--- src/rtl/mem_access_pkg.sv ---
`default_nettype none

package mem_access_pkg;

   localparam int ADDR_W = 32;
   localparam int SIZE_W = 4;
   localparam int DATA_W = 64;
   localparam int BYTES_PER_WORD = DATA_W / 8;

   // Only the low address bits reach the byte array
   localparam int MEM_ADDR_BITS = 8;
   localparam int MEM_BYTES = 1 << MEM_ADDR_BITS;

   typedef logic [ADDR_W-1:0] addr_t;
   typedef logic [SIZE_W-1:0] size_t;

   // Little-endian, byte 0 sits at the access address
   typedef logic [DATA_W-1:0] data_t;
   typedef logic [BYTES_PER_WORD-1:0] byte_en_t;
   typedef logic [MEM_ADDR_BITS-1:0] mem_idx_t;

endpackage

`default_nettype wire

--- src/rtl/pipe_op_pkg.sv ---
`default_nettype none

package pipe_op_pkg;

   localparam int OP_W = 3;

   // Each op decodes into up to two reads and up to two writes
   typedef enum logic [OP_W-1:0] {
      OP_NOP    = 3'd0,
      OP_LOAD   = 3'd1,
      OP_LOAD2  = 3'd2,
      OP_STORE  = 3'd3,
      OP_STORE2 = 3'd4,
      OP_COPY   = 3'd5
   } op_t;

endpackage

`default_nettype wire

--- src/rtl/exec_stage.sv ---
`default_nettype none

module exec_stage (
   input  wire                          clk,
   input  wire                          reset,
   input  wire                          issue_valid,
   input  wire                          stall,
   input  wire pipe_op_pkg::op_t        issue_op,
   input  wire                          wr1_v,
   input  wire                          wr2_v,
   input  wire mem_access_pkg::addr_t   wr1_addr,
   input  wire mem_access_pkg::addr_t   wr2_addr,
   input  wire mem_access_pkg::size_t   issue_size,
   input  wire mem_access_pkg::data_t   issue_wdata,
   input  wire mem_access_pkg::data_t   rd1_data,
   input  wire mem_access_pkg::data_t   rd2_data,
   output logic                         ex_valid,
   output logic                         ex_wr1_v,
   output logic                         ex_wr2_v,
   output mem_access_pkg::addr_t        ex_wr1_addr,
   output mem_access_pkg::addr_t        ex_wr2_addr,
   output mem_access_pkg::size_t        ex_size,
   output mem_access_pkg::data_t        ex_wdata,
   output logic                         load_valid,
   output mem_access_pkg::data_t        load_data1,
   output mem_access_pkg::data_t        load_data2
);

   logic             advance;
   pipe_op_pkg::op_t ex_op;

   assign advance = issue_valid && !stall;

   // A stalled or empty issue stage leaves a bubble here
   always_ff @(posedge clk) begin
      if (reset) begin
         ex_valid <= 1'b0;
         ex_wr1_v <= 1'b0;
         ex_wr2_v <= 1'b0;
      end else begin
         ex_valid <= advance;
         ex_wr1_v <= advance && wr1_v;
         ex_wr2_v <= advance && wr2_v;
      end
   end

   always_ff @(posedge clk) begin
      if (advance) begin
         ex_op       <= issue_op;
         ex_wr1_addr <= wr1_addr;
         ex_wr2_addr <= wr2_addr;
         ex_size     <= issue_size;
         ex_wdata    <= (issue_op == pipe_op_pkg::OP_COPY) ? rd1_data : issue_wdata;
         load_data1  <= rd1_data;
         load_data2  <= (issue_op == pipe_op_pkg::OP_LOAD2) ? rd2_data : '0;
      end
   end

   assign load_valid = ex_valid
                       && (ex_op == pipe_op_pkg::OP_LOAD || ex_op == pipe_op_pkg::OP_LOAD2);

endmodule

`default_nettype wire

--- config.mk ---
export PLATFORM = sky130hd
export DESIGN_NAME = exec_stage
export DESIGN_NICKNAME = d
export VERILOG_FILES = /design/src/rtl/mem_access_pkg.sv /design/src/rtl/pipe_op_pkg.sv /design/src/rtl/exec_stage.sv
export SDC_FILE = /design/constraint.sdc
export NUM_CORES = 1
export LEC_CHECK = 0
export BUFFER_PORTS_ARGS = -buffer_cell sky130_fd_sc_hd__clkbuf_2
export CAP_MARGIN = 20
export CORE_AREA = 2 2 205 207
export CTS_BUF_LIST = sky130_fd_sc_hd__clkbuf_8 sky130_fd_sc_hd__clkbuf_16
export DETAILED_ROUTE_END_ITERATION = 6
export DIE_AREA = 0 0 207 209
export GPL_ROUTABILITY_DRIVEN = 0
export HOLD_SLACK_MARGIN = 0.02
export MAX_ROUTING_LAYER = met4
export PLACE_DENSITY = 0.52
export SYNTH_ARGS = -nofsm -noshare
export SYNTH_HDL_FRONTEND = slang
export SYNTH_SLANG_ARGS = --single-unit
--- constraint.sdc ---
create_clock -name clk -period 14.85 [get_ports clk]
set_input_delay 2.97 -clock clk [delete_from_list [all_inputs] [get_ports clk]]
set_output_delay 2.97 -clock clk [all_outputs]
set_load 0.01 [all_outputs]
Word level (Yosys, flattened, before mapping)
Index checks and enable logic that the tools add are counted.
W data, S select, Z words.

word-level totals
  bits in registers = 266
  memories = 0
  input port bits = 269
  ROM bits = 0
  bits in writable memories = 0
  latch bits = 0
  output and inout bits = 264
  logic and storage cells = 21

operators by class
  muxes and demuxes = 1
  equal/unequal tests = 4
  multiply operators = 0
  $lt $le $gt $ge = 0
  div/mod/pow operators = 0
  shifts and indexed selects = 0
  add/subtract/negate cells = 0
  reduce and logical (&&, ||, !) cells = 6
  bitwise operators = 0

operators with widths
  cell                  count
  $mux W64              1
  $eq A3 B2 Y1 const B  2
  $logic_and A1 B1 Y1   4
  $eq A3 B1 Y1 const B  1
  $eq A3 B3 Y1 const B  1
  $logic_not A1 Y1      1
  $logic_or A1 B1 Y1    1

Depth between registers and ports, before layout
  word-level depth = 3
  gate-level depth with buffers = 4
  mapped depth without buffers = 2

Worst setup path before layout
OpenSTA, ideal clock, no wires.

  path kind = input to register
  from = input stall
  to = register ex_op[0], enable pin
  buffers on the path = 0
  slack = -675 ps
  arrival = 14597 ps
  data required time = 13922 ps
  stages on the path = 1
  library setup time = 928 ps
  path through = nor2b_1

between the ends
  longest elaborated chain between the ends = 2

ends and longest elaborated chain
  element                 RTL line          RTL
  start: declaration      exec_stage.sv:7   input wire stall,
  $logic_not A1 Y1        exec_stage.sv:32  assign advance = issue_valid && !stall;
  $logic_and A1 B1 Y1     exec_stage.sv:32
  end signal: assignment  exec_stage.sv:49  ex_op <= issue_op;
  end: declaration        exec_stage.sv:30  pipe_op_pkg::op_t ex_op;

No other way between the ends.
A chain may end at the register's enable or synchronous reset.

Final worst setup path
  from = input issue_valid
  to = register ex_wr1_addr[10], enable pin

between the ends
  longest elaborated chain between the ends = 1

ends and longest elaborated chain
  element                 RTL line          RTL
  start: declaration      exec_stage.sv:6   input wire issue_valid,
  $logic_and A1 B1 Y1     exec_stage.sv:32
  net advance             exec_stage.sv:29  logic advance;
  end signal: assignment  exec_stage.sv:50  ex_wr1_addr <= wr1_addr;
  end: declaration        exec_stage.sv:20  output mem_access_pkg::addr_t ex_wr1_addr,

The timed path passes the listed nets, and every way through them passes these cells.

==> reports/summary.txt <==
Synth cell types = 13
Die area = 0.04326 mm2
Die H = 209 um
Count leader, synth = edfxtp_1
Crit Path Category = in2reg
Simple-gate share of the synthesized area = 4.833%
Worst slew margin = 34.23%
CTS tree = done
WP data arrival = 5450 ps
Cts repair resizes = 0
Mapped Area = 0.009527 mm2
Syn Inst Count = 415
Largest net degree at the start of global routing = 77
Final design utilization = 33.14%
Clock sinks = 266
Min-delay src = wr2_addr[15]
Total gr overflow = 0
Sink of the worst hold path = ex_wr2_addr[15]
Hold Crit Class = in2reg
Clock Power Share = 40.0%
XOR/XNOR Fraction of Synth Area = 0.09194%
Critical path fanouts, max = 68
VDD IR max = 0.08825 mV
Final Hold Slack = 2590 ps
Synth Area per Inst = 22.96 um2
Worst slew pin tran = 986.5 ps
Hold Crit Depth = 1
Post-CTS setup buffers = 0
Main flop type after synthesis = edfxtp_1
CTS max path bufs = 3
First-pass GRT wire length = 38.25 mm
Seq/Total Area, Yosys = 83.53%
Core outline area = 0.04129 mm2
# H-tree levels = 1
Mean routed wirelength per cell = 17.28 um
Row count = 75
Initial DRC Count = 273
Fraction of layout cells with a size suffix above 1 = 64.78%
Yosys warns = 0
Drt total wl = 26.43 mm
Fin. max-slew vios = 0
Final instance area = 0.01368 mm2
Total GRT Usage = 11.89%
Routed Antenna Nets = 0
WP data required = 15020 ps
Cell accounting for the most synthesized area = edfxtp_1
Post-synthesis compound-gate area fraction = 0%
First drt pass iteration count = 4
HPWL Detailed = 20.24 mm
# IOs = 533
Top cell types by occurrence after synthesis = edfxtp_1, and2_1, mux2_4, buf_12, clkbuf_1
Clk root buf = clkbuf_16
Final hold vios = 0
Switching power = 383.7 uW
Post-synth EDFFs = 263
#FFs+latches synth = 266
Vias = 5935
Layout area overhead = 43.64%
# hold bufs at CTS = 0
Yosys top cell area share = 82.90%
Synthesized Nets = 684
Fraction of registers with async set/reset = 0%
Highest clock rate = 189.4 MHz
Post-synthesis adder-cell area fraction = 0%
Antenna violations before repair = 0
Clock slew seen by the registers of the worst setup and hold paths = 60 ps
RSZ-0062 raised after global routing = false
Final setup viols = 0
Worst Setup Start Kind = input port
Final Critical Period = 5280 ps
Detailed-route DRC error count = 0
Setup crit end kind = flip-flop
Internal Power = 1.376 mW
Seq pwr share = 50.9%
Vias in the first global route = 6268
Num CTS Buffers = 28
Mux contribution to synthesized area = 9.929%
Switching share of total power = 21.81%
Power Total = 1.759 mW
Largest family of logic cells by synthesized area = multiplexers
Gate power share = 9.1%
Chip Width = 207 um
Tcrit/Tclk final = 35.55%
Max Cap Violations = 0
Power per cell area = 128.6 mW/mm2
Nets = 1240
TNS Setup = 0 ps
N_diodes = 0
Leak pwr = 5.918 nW
Area after DPL = 0.01277 mm2
Starting Density = 23.07%
Status = finished clean
PortBufs = 532
Via density = 3.879
Top cells by area, synth = edfxtp_1, mux2_4, and2_1, buf_12, dfxtp_1
Fillers = 4116
cell usage in the layout, fill, tap and decap left out:
cell / n
and2_1: 66
nor3b_1: 2
edfxtp_1: 263
inv_1: 7
nand3b_1: 1
nor2b_4: 1
clkbuf_16: 29
clkbuf_2: 532
buf_4: 7
bufinv_16: 4
mux2_2: 4
xnor2_1: 1
dfxtp_1: 3
clkinv_1: 6
clkinv_2: 4
nor3b_4: 1
mux2_4: 60
state kept, by name (all words and copies together), names as in the netlist, 3 cells and up:
| signal | flops |
|---|---|
| load_data2 | 64 |
| ex_wr2_addr | 32 |
| ex_size | 4 |
| load_data1 | 64 |
| ex_wdata | 64 |
| ex_wr1_addr | 32 |
| ex_op | 3 |
how the worst max path moves through the flow:
stage	slack, ps	endpoint	startpoint	cells after the start
floorplan	4600	ex_op[0]	issue_valid	1
global placement	9010	ex_wr1_addr[10]	issue_valid	5
detailed placement	8990	ex_wdata[44]	stall	5
CTS	9580	ex_wdata[44]	issue_valid	5
global route	9420	load_data1[49]	issue_valid	5
finish	9570	ex_wr1_addr[10]	issue_valid	5
metrics by stage:
step,instances,setup WS [ps]
6_report,1530,9570
5_1_grt,1530,9420
4_1_cts,1530,9581
3_5_place_dp,1480,8992
3_3_place_gp,1480,9008
2_1_floorplan,415,4597
metal layers:
layer	GRT usage [%]	wire length, um	up-vias
met5	-	0	-
met4	3.744	607	0
met3	3.201	2246	43
met2	20.16	13210	350
met1	13.72	10370	2840
li1	-	-	2702
power by group through the flow:
stage / combinational (mW) / clock (mW) / sequential, mW
after floorplan: 0.0400 / 0 / 0.943
after global placement: 0.162 / 0 / 0.911
after detailed placement: 0.163 / 0 / 0.912
after CTS: 0.163 / 0.723 / 0.897
after global routing: 0.172 / 0.752 / 0.900
final: 0.160 / 0.704 / 0.895
layout make-up:
class,instances,area (um2),share of cell area [%]
clock buffer,29,725.7,5.303
clock inverter,21,188.9,1.381
multi-input combinational,136,1423,10.40
sequential,266,7958,58.15
tap,539,674.4,4.928
timing repair buffer,539,2715,19.84
cells by family (layout without fill, tap and decap cells):
logic type	after synthesis	in the layout
flip-flops	266	266
multiplexers	64	64
XOR/XNOR	1	1
buffers and inverters	13	589
AND/OR/NAND/NOR	71	71
critical path: stages:
cell      delay (ps)
clkbuf_2          90
nor2b_4          120
buf_4            560
buf_4            770
buf_4            790
No activity file was read; power rests on OpenSTA's default activity.
