--- src/rtl/mem_access_pkg.sv ---
`default_nettype none

package mem_access_pkg;

   localparam int ADDR_W = 32;
   localparam int SIZE_W = 4;
   localparam int DATA_W = 64;
   localparam int BYTES_PER_WORD = DATA_W / 8;

   // Only the low address bits reach the byte array
   localparam int MEM_ADDR_BITS = 8;
   localparam int MEM_BYTES = 1 << MEM_ADDR_BITS;

   typedef logic [ADDR_W-1:0] addr_t;
   typedef logic [SIZE_W-1:0] size_t;

   // Little-endian, byte 0 sits at the access address
   typedef logic [DATA_W-1:0] data_t;
   typedef logic [BYTES_PER_WORD-1:0] byte_en_t;
   typedef logic [MEM_ADDR_BITS-1:0] mem_idx_t;

endpackage

`default_nettype wire

--- src/rtl/pipe_op_pkg.sv ---
`default_nettype none

package pipe_op_pkg;

   localparam int OP_W = 3;

   // Each op decodes into up to two reads and up to two writes
   typedef enum logic [OP_W-1:0] {
      OP_NOP    = 3'd0,
      OP_LOAD   = 3'd1,
      OP_LOAD2  = 3'd2,
      OP_STORE  = 3'd3,
      OP_STORE2 = 3'd4,
      OP_COPY   = 3'd5
   } op_t;

endpackage

`default_nettype wire

--- src/rtl/issue_stage.sv ---
`default_nettype none

module issue_stage (
   input  wire                          clk,
   input  wire                          reset,
   input  wire                          in_valid,
   input  wire pipe_op_pkg::op_t        op,
   input  wire mem_access_pkg::addr_t   addr_a,
   input  wire mem_access_pkg::addr_t   addr_b,
   input  wire mem_access_pkg::size_t   size,
   input  wire mem_access_pkg::data_t   wdata,
   input  wire                          stall,
   output logic                         in_ready,
   output logic                         issue_valid,
   output pipe_op_pkg::op_t             issue_op,
   output logic                         rd1_v,
   output logic                         rd2_v,
   output logic                         wr1_v,
   output logic                         wr2_v,
   output mem_access_pkg::addr_t        rd1_addr,
   output mem_access_pkg::addr_t        rd2_addr,
   output mem_access_pkg::addr_t        wr1_addr,
   output mem_access_pkg::addr_t        wr2_addr,
   output mem_access_pkg::size_t        issue_size,
   output mem_access_pkg::data_t        issue_wdata
);

   mem_access_pkg::addr_t addr_a_q;
   mem_access_pkg::addr_t addr_b_q;

   // Empty, or advancing into execute on this edge
   assign in_ready = !issue_valid || !stall;

   always_ff @(posedge clk) begin
      if (reset) begin
         issue_valid <= 1'b0;
      end else if (in_ready) begin
         issue_valid <= in_valid;
      end
   end

   always_ff @(posedge clk) begin
      if (in_ready && in_valid) begin
         issue_op    <= op;
         addr_a_q    <= addr_a;
         addr_b_q    <= addr_b;
         issue_size  <= size;
         issue_wdata <= wdata;
      end
   end

   ////////////////////
   // Op decode

   assign rd1_addr = addr_a_q;
   assign rd2_addr = addr_b_q;
   assign wr2_addr = addr_b_q;

   // A copy lands at addr_b through write port 1
   assign wr1_addr = (issue_op == pipe_op_pkg::OP_COPY) ? addr_b_q : addr_a_q;

   always_comb begin
      rd1_v = 1'b0;
      rd2_v = 1'b0;
      wr1_v = 1'b0;
      wr2_v = 1'b0;
      case (issue_op)
         pipe_op_pkg::OP_LOAD: begin
            rd1_v = 1'b1;
         end
         pipe_op_pkg::OP_LOAD2: begin
            rd1_v = 1'b1;
            rd2_v = 1'b1;
         end
         pipe_op_pkg::OP_STORE: begin
            wr1_v = 1'b1;
         end
         pipe_op_pkg::OP_STORE2: begin
            wr1_v = 1'b1;
            wr2_v = 1'b1;
         end
         pipe_op_pkg::OP_COPY: begin
            rd1_v = 1'b1;
            wr1_v = 1'b1;
         end
         default: begin
            rd1_v = 1'b0;
         end
      endcase
   end

endmodule

`default_nettype wire

--- config.mk ---
export PLATFORM = sky130hd
export DESIGN_NAME = issue_stage
export DESIGN_NICKNAME = d
export VERILOG_FILES = /design/src/rtl/mem_access_pkg.sv /design/src/rtl/pipe_op_pkg.sv /design/src/rtl/issue_stage.sv
export SDC_FILE = /design/constraint.sdc
export NUM_CORES = 1
export LEC_CHECK = 0
export BUFFER_PORTS_ARGS = -buffer_cell sky130_fd_sc_hd__clkbuf_2
export CORE_AREA = 2 2 134 136
export CTS_CLUSTER_DIAMETER = 40
export DETAILED_ROUTE_END_ITERATION = 10
export DIE_AREA = 0 0 136 138
export PLACE_DENSITY_LB_ADDON = 0.12
export SLEW_MARGIN = 40
export SYNTH_ARGS = -nofsm -noshare
export SYNTH_HDL_FRONTEND = slang
export SYNTH_SLANG_ARGS = --single-unit
--- constraint.sdc ---
create_clock -name clk -period 5.1 [get_ports clk]
set_input_delay 0.255 -clock clk [delete_from_list [all_inputs] [get_ports clk]]
set_output_delay 0.255 -clock clk [all_outputs]
set_load 0.01 [all_outputs]
# Word level (Yosys, flattened, before mapping)
# Cells that the tools add are included.
[word_totals]
register_bits = 136
latch_bits = 0
ramBits = 0
romBits = 0
in_bits = 139
out_inout_bits = 205
wordCells = 22
mem_count = 0
[op_classes]
addsub = 0
multipliers = 0
div = 0
order_cmp = 0
n_eq_ne = 5
shifts = 0
n_mux = 5
bitwise_logic = 0
n_reduce_logical = 6
[ops]
columns = ["cell", "count"]
rows = [
  ["two-way mux 32 bit", 1],
  ["== test 3 x 2 -> 1 bit, second input constant", 2],
  ["== test 3 bit, second input constant", 2],
  ["OR reduction 3 bit", 2],
  ["two-way mux 1 bit", 4],
  ["== test 3 x 1 -> 1 bit, second input constant", 1],
  ["zero test 1 bit", 2],
  ["logical AND 1 bit", 1],
  ["logical OR 1 bit", 1],
]

# Depth between registers and ports, before layout
[logic_depth]
word_depth = 3
ltp_mapped = 3

# Worst setup path after synthesis
# No wires, ideal clock.
[synth_path]
path_kind = "register to register"
from = "register issue_valid"
to = "register issue_op[0], enable pin"
arrival_time_ns = 3.599
t_required_ns = 4.589
path_slack_ns = 0.989
stages_incl_launch_ff = 3
period_less_slack_ns = 4.111
cell_sequence = "dfxtp_1 -> nand2_1 -> and2_1"
[synth_via]
elab_chain_len = 3
[synth_rtl]
columns = ["element", "line_no", "text"]
rows = [
  ["start: declaration", "issue_stage.sv:14", "output logic issue_valid,"],
  ["start signal: assignment", "issue_stage.sv:38", "issue_valid <= in_valid;"],
  ["zero test 1 bit", "issue_stage.sv:32", "assign in_ready = !issue_valid || !stall;"],
  ["logical OR 1 bit", "issue_stage.sv:32", ""],
  ["net in_ready", "issue_stage.sv:13", "output logic in_ready,"],
  ["logical AND 1 bit", "issue_stage.sv:43", "if (in_ready && in_valid) begin"],
  ["end signal: assignment", "issue_stage.sv:44", "issue_op <= op;"],
  ["end: declaration", "issue_stage.sv:15", "output pipe_op_pkg::op_t issue_op,"],
]
# The timed path passes the listed nets, and every way through them passes these cells.
# A chain may end at the register's enable or synchronous reset.

# Worst setup path in the final report
[layout_path]
from = "register issue_op[1]"
to = "output wr1_addr[17]"
[layout_via]
elab_chain_len = 2
[layout_rtl]
columns = ["element", "line_no", "text"]
rows = [
  ["== test 3 bit", "issue_stage.sv:60", "assign wr1_addr = (issue_op == pipe_op_pkg::OP_COPY) ? addr_b_q : addr_a_q;"],
  ["two-way mux 32 bit", "issue_stage.sv:60", ""],
  ["end: declaration", "issue_stage.sv:22", "output mem_access_pkg::addr_t wr1_addr,"],
]
# No other way between the ends.

==> results.ini <==
[setup_path]
reg2reg_setup_slack_ns = 3.09
start_kind = flop
endpoint_kind = output pin
cp.arrival_ns = 2.19
path_max_fanout = 32
critPathRequiredTime_ns = 4.85
crit_type = flop to output pin

[outcome]
outcome = complete, no violations

[global_route]
grt_pass1_vias = 3438
grt_max_degree = 68
grt_pass1_wl_um = 18420
top_usage_layer = met2
overflow = 0
grt_use_met1_pct = 13.04
use_met3_pct = 6.857
antenna_found_initial = 0
grt_usage_pct = 13.10
gr-usage-met2_pct = 22.48

[timing]
clock_skew_ns = 0.01124
setup_viol = 0
max_freq_mhz = 409.3
tightest_slew_ns = 0.6995
post-route-period-util_pct = 47.90
relSlewSlack_pct = 53.36
hold_viol_final = 0
fin_setup_tns_ns = 0
period_minus_slack_ns = 2.443
finalMaxSlewViolations = 0
rsz0062_at_grt = no
whs_ns = 0.01954

[drt]
antenna_left = 0
drt-initial-drc-count = 110
drc = 0
vias_per_cell = 4.012
num_vias = 3318
finalWirelength_um = 12300
drtPass1Iterations = 4
wl_per_cell_um = 14.87

[power]
swShare_pct = 21.91
power_frac_clock_pct = 42.5
seq_power_share_pct = 47.1
p_leak_nw = 3.557
ir_worst_vdd_uv = 192.0
pwr-share-comb_pct = 10.4
p_sw_mw = 0.6248
cellPowerDensity_mw_per_mm2 = 371.3
internal_power_mw = 2.227

[hold_path]
hold_class = input port to flop

[clock_tree]
cts_tree = done
cts_max_level = 4
cts.sinks = 136
postCtsSetupRepairBufs = 0
cts.repair.resized = 0
clock_latency_ns = 0.41
cts_buffers = 17
clock_path_buffers = 2
clk_pin_slew_worst_paths_ns = 0.06
clk_root_buffer_cell = clkbuf_16

[synthesis]
ys_seq_area_share_pct = 83.15
synth-seq-cells = 136
synth.avg_cell_area_um2 = 22.90
synthesis.area_mm2 = 0.004900
yosysWarningCount = 0
syn-num-nets = 353
yosysUniqueCellTypes = 15
syn-instance-count = 214

[place]
place_inst = 753
postPlaceCellArea_mm2 = 0.006646
gp_congestion = 0.6916
portBuffers = 343
dp_hpwl_um = 9179

[finish]
num_antenna_cells = 0
drive_above_1_share_pct = 68.06
layout.cells.non_filler = 827
design_area_mm2 = 0.007680
area_growth_pct = 56.74
post-route-util_pct = 43.80
fin_nets = 726

[floorplanning]
ios = 344
coreArea_mm2 = 0.01753
die_height_um = 138
placementRows = 49
die-area_mm2 = 0.01877
start_util_pct = 27.94
die_w_um = 136

[job]
max-cap-violations = 0

-- sequential cells by signal (all words and copies together), names as in the netlist --
register     flops
issue_wdata     64
issue_size       4
issue_op         3
rd2_addr        32
rd1_addr        32
issue_valid      1
-- final timing paths --
| path | depth (start not counted) | start | endpoint |
|---|---|---|---|
| setup / recovery | 3 | issue_op[1] | wr1_addr[17] |
| hold / removal | 1 | wdata[40] | issue_wdata[40] |
| setup reg to reg | 4 | issue_valid | rd2_addr[31] |
| hold reg to reg | 2 | issue_valid | issue_valid |
-- synth_stat cells --
cell type	instances	share of area (%)
edfxtp_1	135	83
buf_4	32	4.9
mux2_4	30	9.2
buf_6	3	0.69
mux2_2	2	0.46
nand2_1	2	0.15
nor3b_1	2	0.31
a21o_1	1	0.15
a21oi_1	1	0.10
and2_1	1	0.13
dfxtp_1	1	0.41
inv_1	1	0.077
mux2i_1	1	0.20
nand3b_4	1	0.41
nor2_1	1	0.077
-- cell type report --
type / count / area, µm²
multi-input cells: 42 / 550.5
clock buffers: 18 / 429.2
clock inverters: 12 / 153.9
flip-flops and latches: 136 / 4074
repair buffers: 389 / 2182
inverters: 1 / 3.754
well taps: 229 / 286.5
fillers: 1642 / 9854
-- kinds of logic (layout without fill, tap and decap cells) --
logic type / after synthesis / count (layout) / synth area share [%]
AO/OA/AOI/OAI: 2 / 2 / 0.2553
buffers and inverters: 36 / 420 / 5.669
flip-flops: 136 / 136 / 83.15
multiplexers: 33 / 33 / 9.857
AND/OR/NAND/NOR: 7 / 7 / 1.073
-- stage by stage --
stage	total power, mW	setup slack, ns
2_1_floorplan	1.502	0.9895
3_3_place_gp	1.640	2.937
3_5_place_dp	1.642	2.912
4_1_cts	2.895	2.598
5_1_grt	2.977	2.533
6_report	2.852	2.657
-- placed cells by master (no fill, tap or decap), types with 2 or more instances in the layout --
master         count
buf_4              2
bufinv_16          3
clkbuf_16         17
clkbuf_2         343
clkinv_1           2
clkinv_4           4
dlygate4sd3_1     43
edfxtp_1         135
mux2_2             2
mux2_4            30
nand2_1            2
nor3b_1            2
-- critical path: stages, from the launching register on --
cell and delay, ns:
edfxtp_1 0.48, nand3b_4 0.66, mux2_4 0.51, clkbuf_2 0.13
-- power groups by stage --
stage / combinational, mW / clock [mW] / sequential [mW]
finish: 0.298 / 1.21 / 1.34
global route: 0.326 / 1.30 / 1.35
CTS: 0.299 / 1.25 / 1.34
detailed placement: 0.275 / 0 / 1.37
global placement: 0.275 / 0 / 1.37
floorplan: 0.101 / 0 / 1.40
-- routing by layer --
metal,part of all wire [%],vias up
met3,13,16
met1,34,1537
met5,0,-
met4,2.0,0
met2,51,224
li1,-,1541
-- repair_timing --
action,in CTS,in global routing
setup endpoints to repair,0,0
hold buffers,38,5
hold endpoints to repair,38,5
No activity file was read; power rests on OpenSTA's default activity.
