[config.mk]
export PLATFORM = sky130hd
export DESIGN_NAME = mem_dependency_check
export DESIGN_NICKNAME = d
export VERILOG_FILES = /design/src/rtl/mem_access_pkg.sv /design/src/rtl/mem_dependency_check.sv
export SDC_FILE = /design/constraint.sdc
export NUM_CORES = 1
export LEC_CHECK = 0
export ABC_AREA = 1
export BUFFER_PORTS_ARGS = -buffer_cell sky130_fd_sc_hd__buf_4
export CAP_MARGIN = 25
export CORE_ASPECT_RATIO = 0.8
export CORE_MARGIN = 4
export CORE_UTILIZATION = 67
export DETAILED_ROUTE_END_ITERATION = 8
export PLACE_DENSITY = 0.95
export SYNTH_ARGS = -nofsm -noshare
export SYNTH_HDL_FRONTEND = slang
export SYNTH_SLANG_ARGS = --single-unit
[constraint.sdc]
create_clock -name vclk -period 13
set_input_delay 1.95 -clock vclk [all_inputs]
set_output_delay 1.95 -clock vclk [all_outputs]
set_load 0.005 [all_outputs]
[src/rtl/mem_access_pkg.sv]
`default_nettype none

package mem_access_pkg;

   localparam int ADDR_W = 32;
   localparam int SIZE_W = 4;
   localparam int DATA_W = 64;
   localparam int BYTES_PER_WORD = DATA_W / 8;

   // Only the low address bits reach the byte array
   localparam int MEM_ADDR_BITS = 8;
   localparam int MEM_BYTES = 1 << MEM_ADDR_BITS;

   typedef logic [ADDR_W-1:0] addr_t;
   typedef logic [SIZE_W-1:0] size_t;

   // Little-endian, byte 0 sits at the access address
   typedef logic [DATA_W-1:0] data_t;
   typedef logic [BYTES_PER_WORD-1:0] byte_en_t;
   typedef logic [MEM_ADDR_BITS-1:0] mem_idx_t;

endpackage

`default_nettype wire

[src/rtl/mem_dependency_check.sv]
`default_nettype none

module mem_dependency_check (
   input  wire                          issue_valid,
   input  wire                          rd1_v,
   input  wire                          rd2_v,
   input  wire mem_access_pkg::addr_t   rd1_addr,
   input  wire mem_access_pkg::addr_t   rd2_addr,
   input  wire mem_access_pkg::size_t   rd_size,
   input  wire                          ex_valid,
   input  wire                          ex_wr1_v,
   input  wire                          ex_wr2_v,
   input  wire mem_access_pkg::addr_t   ex_wr1_addr,
   input  wire mem_access_pkg::addr_t   ex_wr2_addr,
   input  wire mem_access_pkg::size_t   ex_size,
   input  wire                          me_valid,
   input  wire                          me_wr1_v,
   input  wire                          me_wr2_v,
   input  wire mem_access_pkg::addr_t   me_wr1_addr,
   input  wire mem_access_pkg::addr_t   me_wr2_addr,
   input  wire mem_access_pkg::size_t   me_size,
   output logic                         stall
);

   mem_access_pkg::addr_t rd_start [2];
   mem_access_pkg::addr_t rd_end   [2];
   mem_access_pkg::addr_t wr_start [4];
   mem_access_pkg::addr_t wr_end   [4];
   logic                  rd_live  [2];
   logic                  wr_live  [4];
   logic                  rd_before_wr_end [2][4];
   logic                  wr_before_rd_end [2][4];

   ////////////////////
   // Range ends, plain 32-bit sums

   always_comb begin
      rd_start[0] = rd1_addr;
      rd_start[1] = rd2_addr;
      rd_end[0]   = rd1_addr + mem_access_pkg::addr_t'(rd_size);
      rd_end[1]   = rd2_addr + mem_access_pkg::addr_t'(rd_size);
      rd_live[0]  = issue_valid && rd1_v;
      rd_live[1]  = issue_valid && rd2_v;

      wr_start[0] = ex_wr1_addr;
      wr_start[1] = ex_wr2_addr;
      wr_start[2] = me_wr1_addr;
      wr_start[3] = me_wr2_addr;
      wr_end[0]   = ex_wr1_addr + mem_access_pkg::addr_t'(ex_size);
      wr_end[1]   = ex_wr2_addr + mem_access_pkg::addr_t'(ex_size);
      wr_end[2]   = me_wr1_addr + mem_access_pkg::addr_t'(me_size);
      wr_end[3]   = me_wr2_addr + mem_access_pkg::addr_t'(me_size);
      wr_live[0]  = ex_valid && ex_wr1_v;
      wr_live[1]  = ex_valid && ex_wr2_v;
      wr_live[2]  = me_valid && me_wr1_v;
      wr_live[3]  = me_valid && me_wr2_v;
   end

   ////////////////////
   // Overlap means each range starts before the other ends

   always_comb begin
      stall = 1'b0;
      for (int r = 0; r < 2; r++) begin
         for (int w = 0; w < 4; w++) begin
            rd_before_wr_end[r][w] = rd_start[r] < wr_end[w];
            wr_before_rd_end[r][w] = wr_start[w] < rd_end[r];
            if (rd_live[r] && wr_live[w] && rd_before_wr_end[r][w]
                  && wr_before_rd_end[r][w]) begin
               stall = 1'b1;
            end
         end
      end
   end

endmodule

`default_nettype wire

Word level (Yosys, flattened, before mapping)

Cells that the tools add are included.

Bits in registers: 0
Bits in latches: 0
RAM bits: 0
Bits in read-only memories: 0
Output and inout bits: 1
Word-level logic and storage cells: 60
Memories kept: 0

Add/subtract/negate cells: 6
Multiply operators: 0
Div/mod/pow operators: 0
Order comparisons: 16
Eq/ne operators: 0
Shift operators: 0
Muxes and demuxes: 8
Bitwise operators: 0
Reductions and logical operators: 30

Operator list:

| cell                        | count |
|---|---|
| less-than comparator 32 bit | 16 |
| adder 32 x 4 -> 32 bit      | 6 |
| logical AND 1 bit           | 30 |
| two-way mux 1 bit           | 8 |

Longest topological paths before layout

Depth after elaboration: 12
Depth in mapped cells: 27
Gate-level depth less buffers: 27

Least setup slack after synthesis

Ideal clock, no wire load.

Path kind: input -> output
From: input port rd1_addr[0]
To: output port stall
Arrival: 5.184 ns
Data required time: 11.050 ns
Slack: 5.866 ns
Stages on the path: 24
Cell sequence: ha_1 inv_1 fa_1 nand3b_1 nand2_1 nand3_1 nor2_2 nand2_2 nor3_2 nand2_1 nor3_2 nand2_1 nor2_1 xor2_1 inv_1 ha_1 nand3_1 or2_2 nor4_1 nand2_1 nand3_1 nand4_1 a21oi_1 nand4_1

Cells in the longest elaborated chain, start to end: 11

RTL lines:

| item                                                                         | RTL line                                               | RTL |
|---|---|---|
| start, declared                                                              | mem_dependency_check.sv:7                              | `input wire mem_access_pkg::addr_t rd1_addr,` |
| adder 32 x 4 -> 32 bit / less-than comparator 32 bit (equally long branches) | mem_dependency_check.sv:40, mem_dependency_check.sv:66 |  |
| less-than comparator 32 bit / logical AND 1 bit (equally long branches)      | mem_dependency_check.sv:67, mem_dependency_check.sv:68 |  |
| logical AND 1 bit                                                            | mem_dependency_check.sv:69                             | `&& wr_before_rd_end[r][w]) begin` |
| two-way mux 1 bit (3 in series)                                              | mem_dependency_check.sv:68                             | `if (rd_live[r] && wr_live[w] && rd_before_wr_end[r][w]` |
| two-way mux 1 bit (*) (5 in series)                                          | mem_dependency_check.sv:68                             |  |
| end, declared                                                                | mem_dependency_check.sv:22                             | `output logic stall` |

Every way passes the cells marked *; elsewhere a longest branch is shown, timed or not.

Final worst setup path

From: input port me_wr2_addr[0]
To: output port stall

Cells in the longest elaborated chain, start to end: 9

RTL lines:

| item                            | RTL line                   | RTL |
|---|---|---|
| start, declared                 | mem_dependency_check.sv:20 | `input wire mem_access_pkg::addr_t me_wr2_addr,` |
| adder 32 x 4 -> 32 bit          | mem_dependency_check.sv:52 | `wr_end[3] = me_wr2_addr + mem_access_pkg::addr_t'(me_size);` |
| less-than comparator 32 bit     | mem_dependency_check.sv:66 | `rd_before_wr_end[r][w] = rd_start[r] < wr_end[w];` |
| logical AND 1 bit               | mem_dependency_check.sv:68 |  |
| logical AND 1 bit               | mem_dependency_check.sv:69 |  |
| two-way mux 1 bit (4 in series) | mem_dependency_check.sv:68 |  |
| two-way mux 1 bit (*)           | mem_dependency_check.sv:68 |  |

Marks and branches as above.

==> flow_summary.toml <==
[pwr]
clockPowerShare_pct = 0
max-vdd-ir-drop_mv = 0.03488
power_density_normalized_to_cell_area_mw_per_mm2 = 37.49
pwr-share-seq_pct = 0
report.power.total_uw = 649.6
intPower_uw = 244.1
total_leakage_power_nw = 9.095
p_sw_share_pct = 62.42
logic_pwr_share_pct = 100.0
switching_power_uw = 405.5

[yosys]
post_synth_inst_count = 2226
post_synth_fa_ha_maj_area_fraction_pct = 42.85
synthesis.area_sq_mm = 0.01535
postSynthNetCount = 2961
synth_area_in_xor_xnor_pct = 9.645
synth.avg_cell_area_sq_um = 6.895
yosys.area_share.simple_pct = 26.89
synthDominantCellAreaShare_pct = 42.07
yosys-mux-area-fraction_pct = 0
synthDominantAreaCellType = "sky130_fd_sc_hd__ha_1"
yosysSeqAreaShare_pct = 0
distinct_cells_synth = 50
synth_warn = 0
largest_family_of_logic_cells_by_synthesized_area = "adder cells"
synthTopCellsByArea = "sky130_fd_sc_hd__ha_1, sky130_fd_sc_hd__nand2_1, sky130_fd_sc_hd__a21oi_1"
synth_compound_area_share_pct = 14.45

[min_path]
hold_path_class = "input pin to output pin"
min_delay_startpoint = "rd1_addr[23]"

[sta]
setup_tns_ns = 0
unrepaired_setup_endpoints_after_global_routing = "false"
final_hold_violation_count = 0
post-route-period-util_pct = 64.77
final_max_slew_viol_count = 0
setup_viol_count_final = 0
worst_hold_slack_ns = 4.800
max_slew_margin_pct = 30.05
setup_ws_ns = 4.580
worst_slew_pin_slew_ns = 1.038
post-route-min-period_ns = 8.420
timing.fmax_mhz = 118.8

[grt]
grt_antenna_before_repair = 0
grt_pass1_wl_um = 88520
pin_count_of_the_biggest_net_entering_global_routing = 10
vias_in_the_first_global_route = 16963
globalRoute.totalOverflow = 0
grt_resource_usage_total_pct = 43.89

[place]
place_inst = 2744
gp_routability_congestion = 1.071
hpwl_um = 51820
io_buffer_count = 214
post-place-ws_ns = 4.701
placed_inst_area_sq_mm = 0.01733

[cts]
number_of_hold_buffers_added_after_cts = 0
postCtsSetupRepairBufs = 0
ctsResizeCount = 0

[drt]
route.detailed.drc = 0
detail_route.first_pass.iterations = 5
avgViaCountPerCell = 6.538
routed-via-count = 17939
wire_per_inst_um = 21.34
ant_nets = 0
detail_route.iter0.violations = 2633
wirelength_um = 58550

[die]
die_area_sq_mm = 0.02541
core-area_sq_mm = 0.02250
io_pins = 214
placementRows = 49
die_width_um = 177.2
chipHeight_um = 143.4
initial_utilization_pct = 68.21

[cells_and_area]
n_sequential_cell = 0
utilization_pct = 77.01
layout-area-overhead-vs-synth_pct = 12.91
num-nets-final = 3175
fin_area_sq_mm = 0.01733
diodes = 0
post_layout_nonfiller_instances = 2744
clkbuf_count = 0
final_layout_size_suffix_gt1_share_pct = 11.36
sequential_cell_area_sq_um = 0

[worst_setup_path]
crit_buf_inv = 4
worst_path_dominant_cell_family = "simple AND/OR/NAND/NOR gates"
timing.critical_path.from_type = "input pin"
worst_path_slowest_cell = "sky130_fd_sc_hd__fa_1"
worst_setup_path_end_kind = "output pin"
cpMostUsedCell = "sky130_fd_sc_hd__nand4_1"
worst_setup_path_startpoint = "me_wr2_addr[0]"
path_cells = "buf_4 > ha_1 > inv_1 > fa_1 > o21ai_2 > nand2_1 > nor3_2 > nand4_1 > nor2_1 > nand2_1 > nor4_1 > xnor2_1 > ha_1 > nand4_1 > inv_1 > nand4_1 > nor4_1 > nand2_1 > nand3_1 > nand4_1 > a21oi_1 > nand4_1 > buf_4"
critical-path-max-stage-delay_ns = 0.41
timing.critical_path.required_ns = 11.05
timing.setup.critical_path_class = "input pin to output pin"
crit_path_max_fanout = 4
worstPathArrival_ns = 6.47

[outcome]
status = "finished clean"

[run]
timing.max_cap.violations = 0
## layout by cell type, fill, tap and decap left out, types with 57 or more instances in the layout
cell	n
sky130_fd_sc_hd__xor2_1	112
sky130_fd_sc_hd__nor2_1	84
sky130_fd_sc_hd__xnor2_1	57
sky130_fd_sc_hd__inv_1	249
sky130_fd_sc_hd__a21oi_1	260
sky130_fd_sc_hd__ha_1	516
sky130_fd_sc_hd__o21ai_0	91
sky130_fd_sc_hd__nand3_1	105
sky130_fd_sc_hd__nand4_1	75
sky130_fd_sc_hd__nand2_1	439
sky130_fd_sc_hd__buf_4	214
sky130_fd_sc_hd__nor3_1	77
## Yosys cell counts, types with 2 or more instances
cell                          n
sky130_fd_sc_hd__o21ai_0     91
sky130_fd_sc_hd__nand2_2      5
sky130_fd_sc_hd__fa_1         6
sky130_fd_sc_hd__nand2_1    439
sky130_fd_sc_hd__and3_1       2
sky130_fd_sc_hd__a31oi_1      6
sky130_fd_sc_hd__a221oi_1     2
sky130_fd_sc_hd__o221ai_1     2
sky130_fd_sc_hd__nor3_2      14
sky130_fd_sc_hd__o21a_1       8
sky130_fd_sc_hd__nand4_1     75
sky130_fd_sc_hd__xor2_1     112
sky130_fd_sc_hd__o31ai_1      4
sky130_fd_sc_hd__nand3b_1    15
sky130_fd_sc_hd__a21o_1       2
sky130_fd_sc_hd__o211ai_1    10
sky130_fd_sc_hd__a21oi_1    260
sky130_fd_sc_hd__nor4_4       2
sky130_fd_sc_hd__nor2_1      84
sky130_fd_sc_hd__nor3b_1      2
sky130_fd_sc_hd__o2111ai_1    2
sky130_fd_sc_hd__nor2_4       2
sky130_fd_sc_hd__nor4_2       3
sky130_fd_sc_hd__or3_1        3
sky130_fd_sc_hd__ha_1       516
sky130_fd_sc_hd__or2_2        3
sky130_fd_sc_hd__xnor2_1     57
sky130_fd_sc_hd__nor4b_1      2
sky130_fd_sc_hd__nor2_2      13
sky130_fd_sc_hd__a211oi_1     9
sky130_fd_sc_hd__o21ai_2      4
sky130_fd_sc_hd__nand3_1    105
sky130_fd_sc_hd__nor3_1      77
sky130_fd_sc_hd__a21oi_2      3
sky130_fd_sc_hd__a21boi_0     2
sky130_fd_sc_hd__nor4_1      15
sky130_fd_sc_hd__nand3_2      8
sky130_fd_sc_hd__inv_1      249
## power by group through the flow
stage | Clock (mW) | Combinational, mW | Sequential [mW]
after floorplan | 0 | 0.368 | 0
after global placement | 0 | 0.581 | 0
after detailed placement | 0 | 0.617 | 0
after CTS | 0 | 0.621 | 0
after global routing | 0 | 0.715 | 0
final | 0 | 0.650 | 0
## final timing paths
kind | end | slack (ns) | cells after the start
setup / recovery | stall | 4.58 | 23
hold / removal | stall | 4.80 | 8
## area by class of cell
class	instances	area [sq um]
fill	1725	5172
inverter	250	938.4
multi-input combinational	1974	14400
tap	306	382.9
timing repair buffer	214	1607
## per-layer routing
metal | part of all wire, % | GRT usage [%] | up-vias
li1 | - | - | 8313
met1 | 41 | 63.91 | 8182
met2 | 39 | 64.46 | 1311
met3 | 18 | 13.18 | 133
met4 | 2.1 | 7.937 | 0
met5 | 0 | 0 | -
## logic make-up (layout without fill, tap and decap cells)
kind of cell / after synthesis / in the layout
simple gates: 873 / 873
compound gates: 410 / 410
buf+inv: 252 / 464
fa+ha+maj: 522 / 522
xor+xnor: 169 / 169
Power figures use the tool's default switching activity.
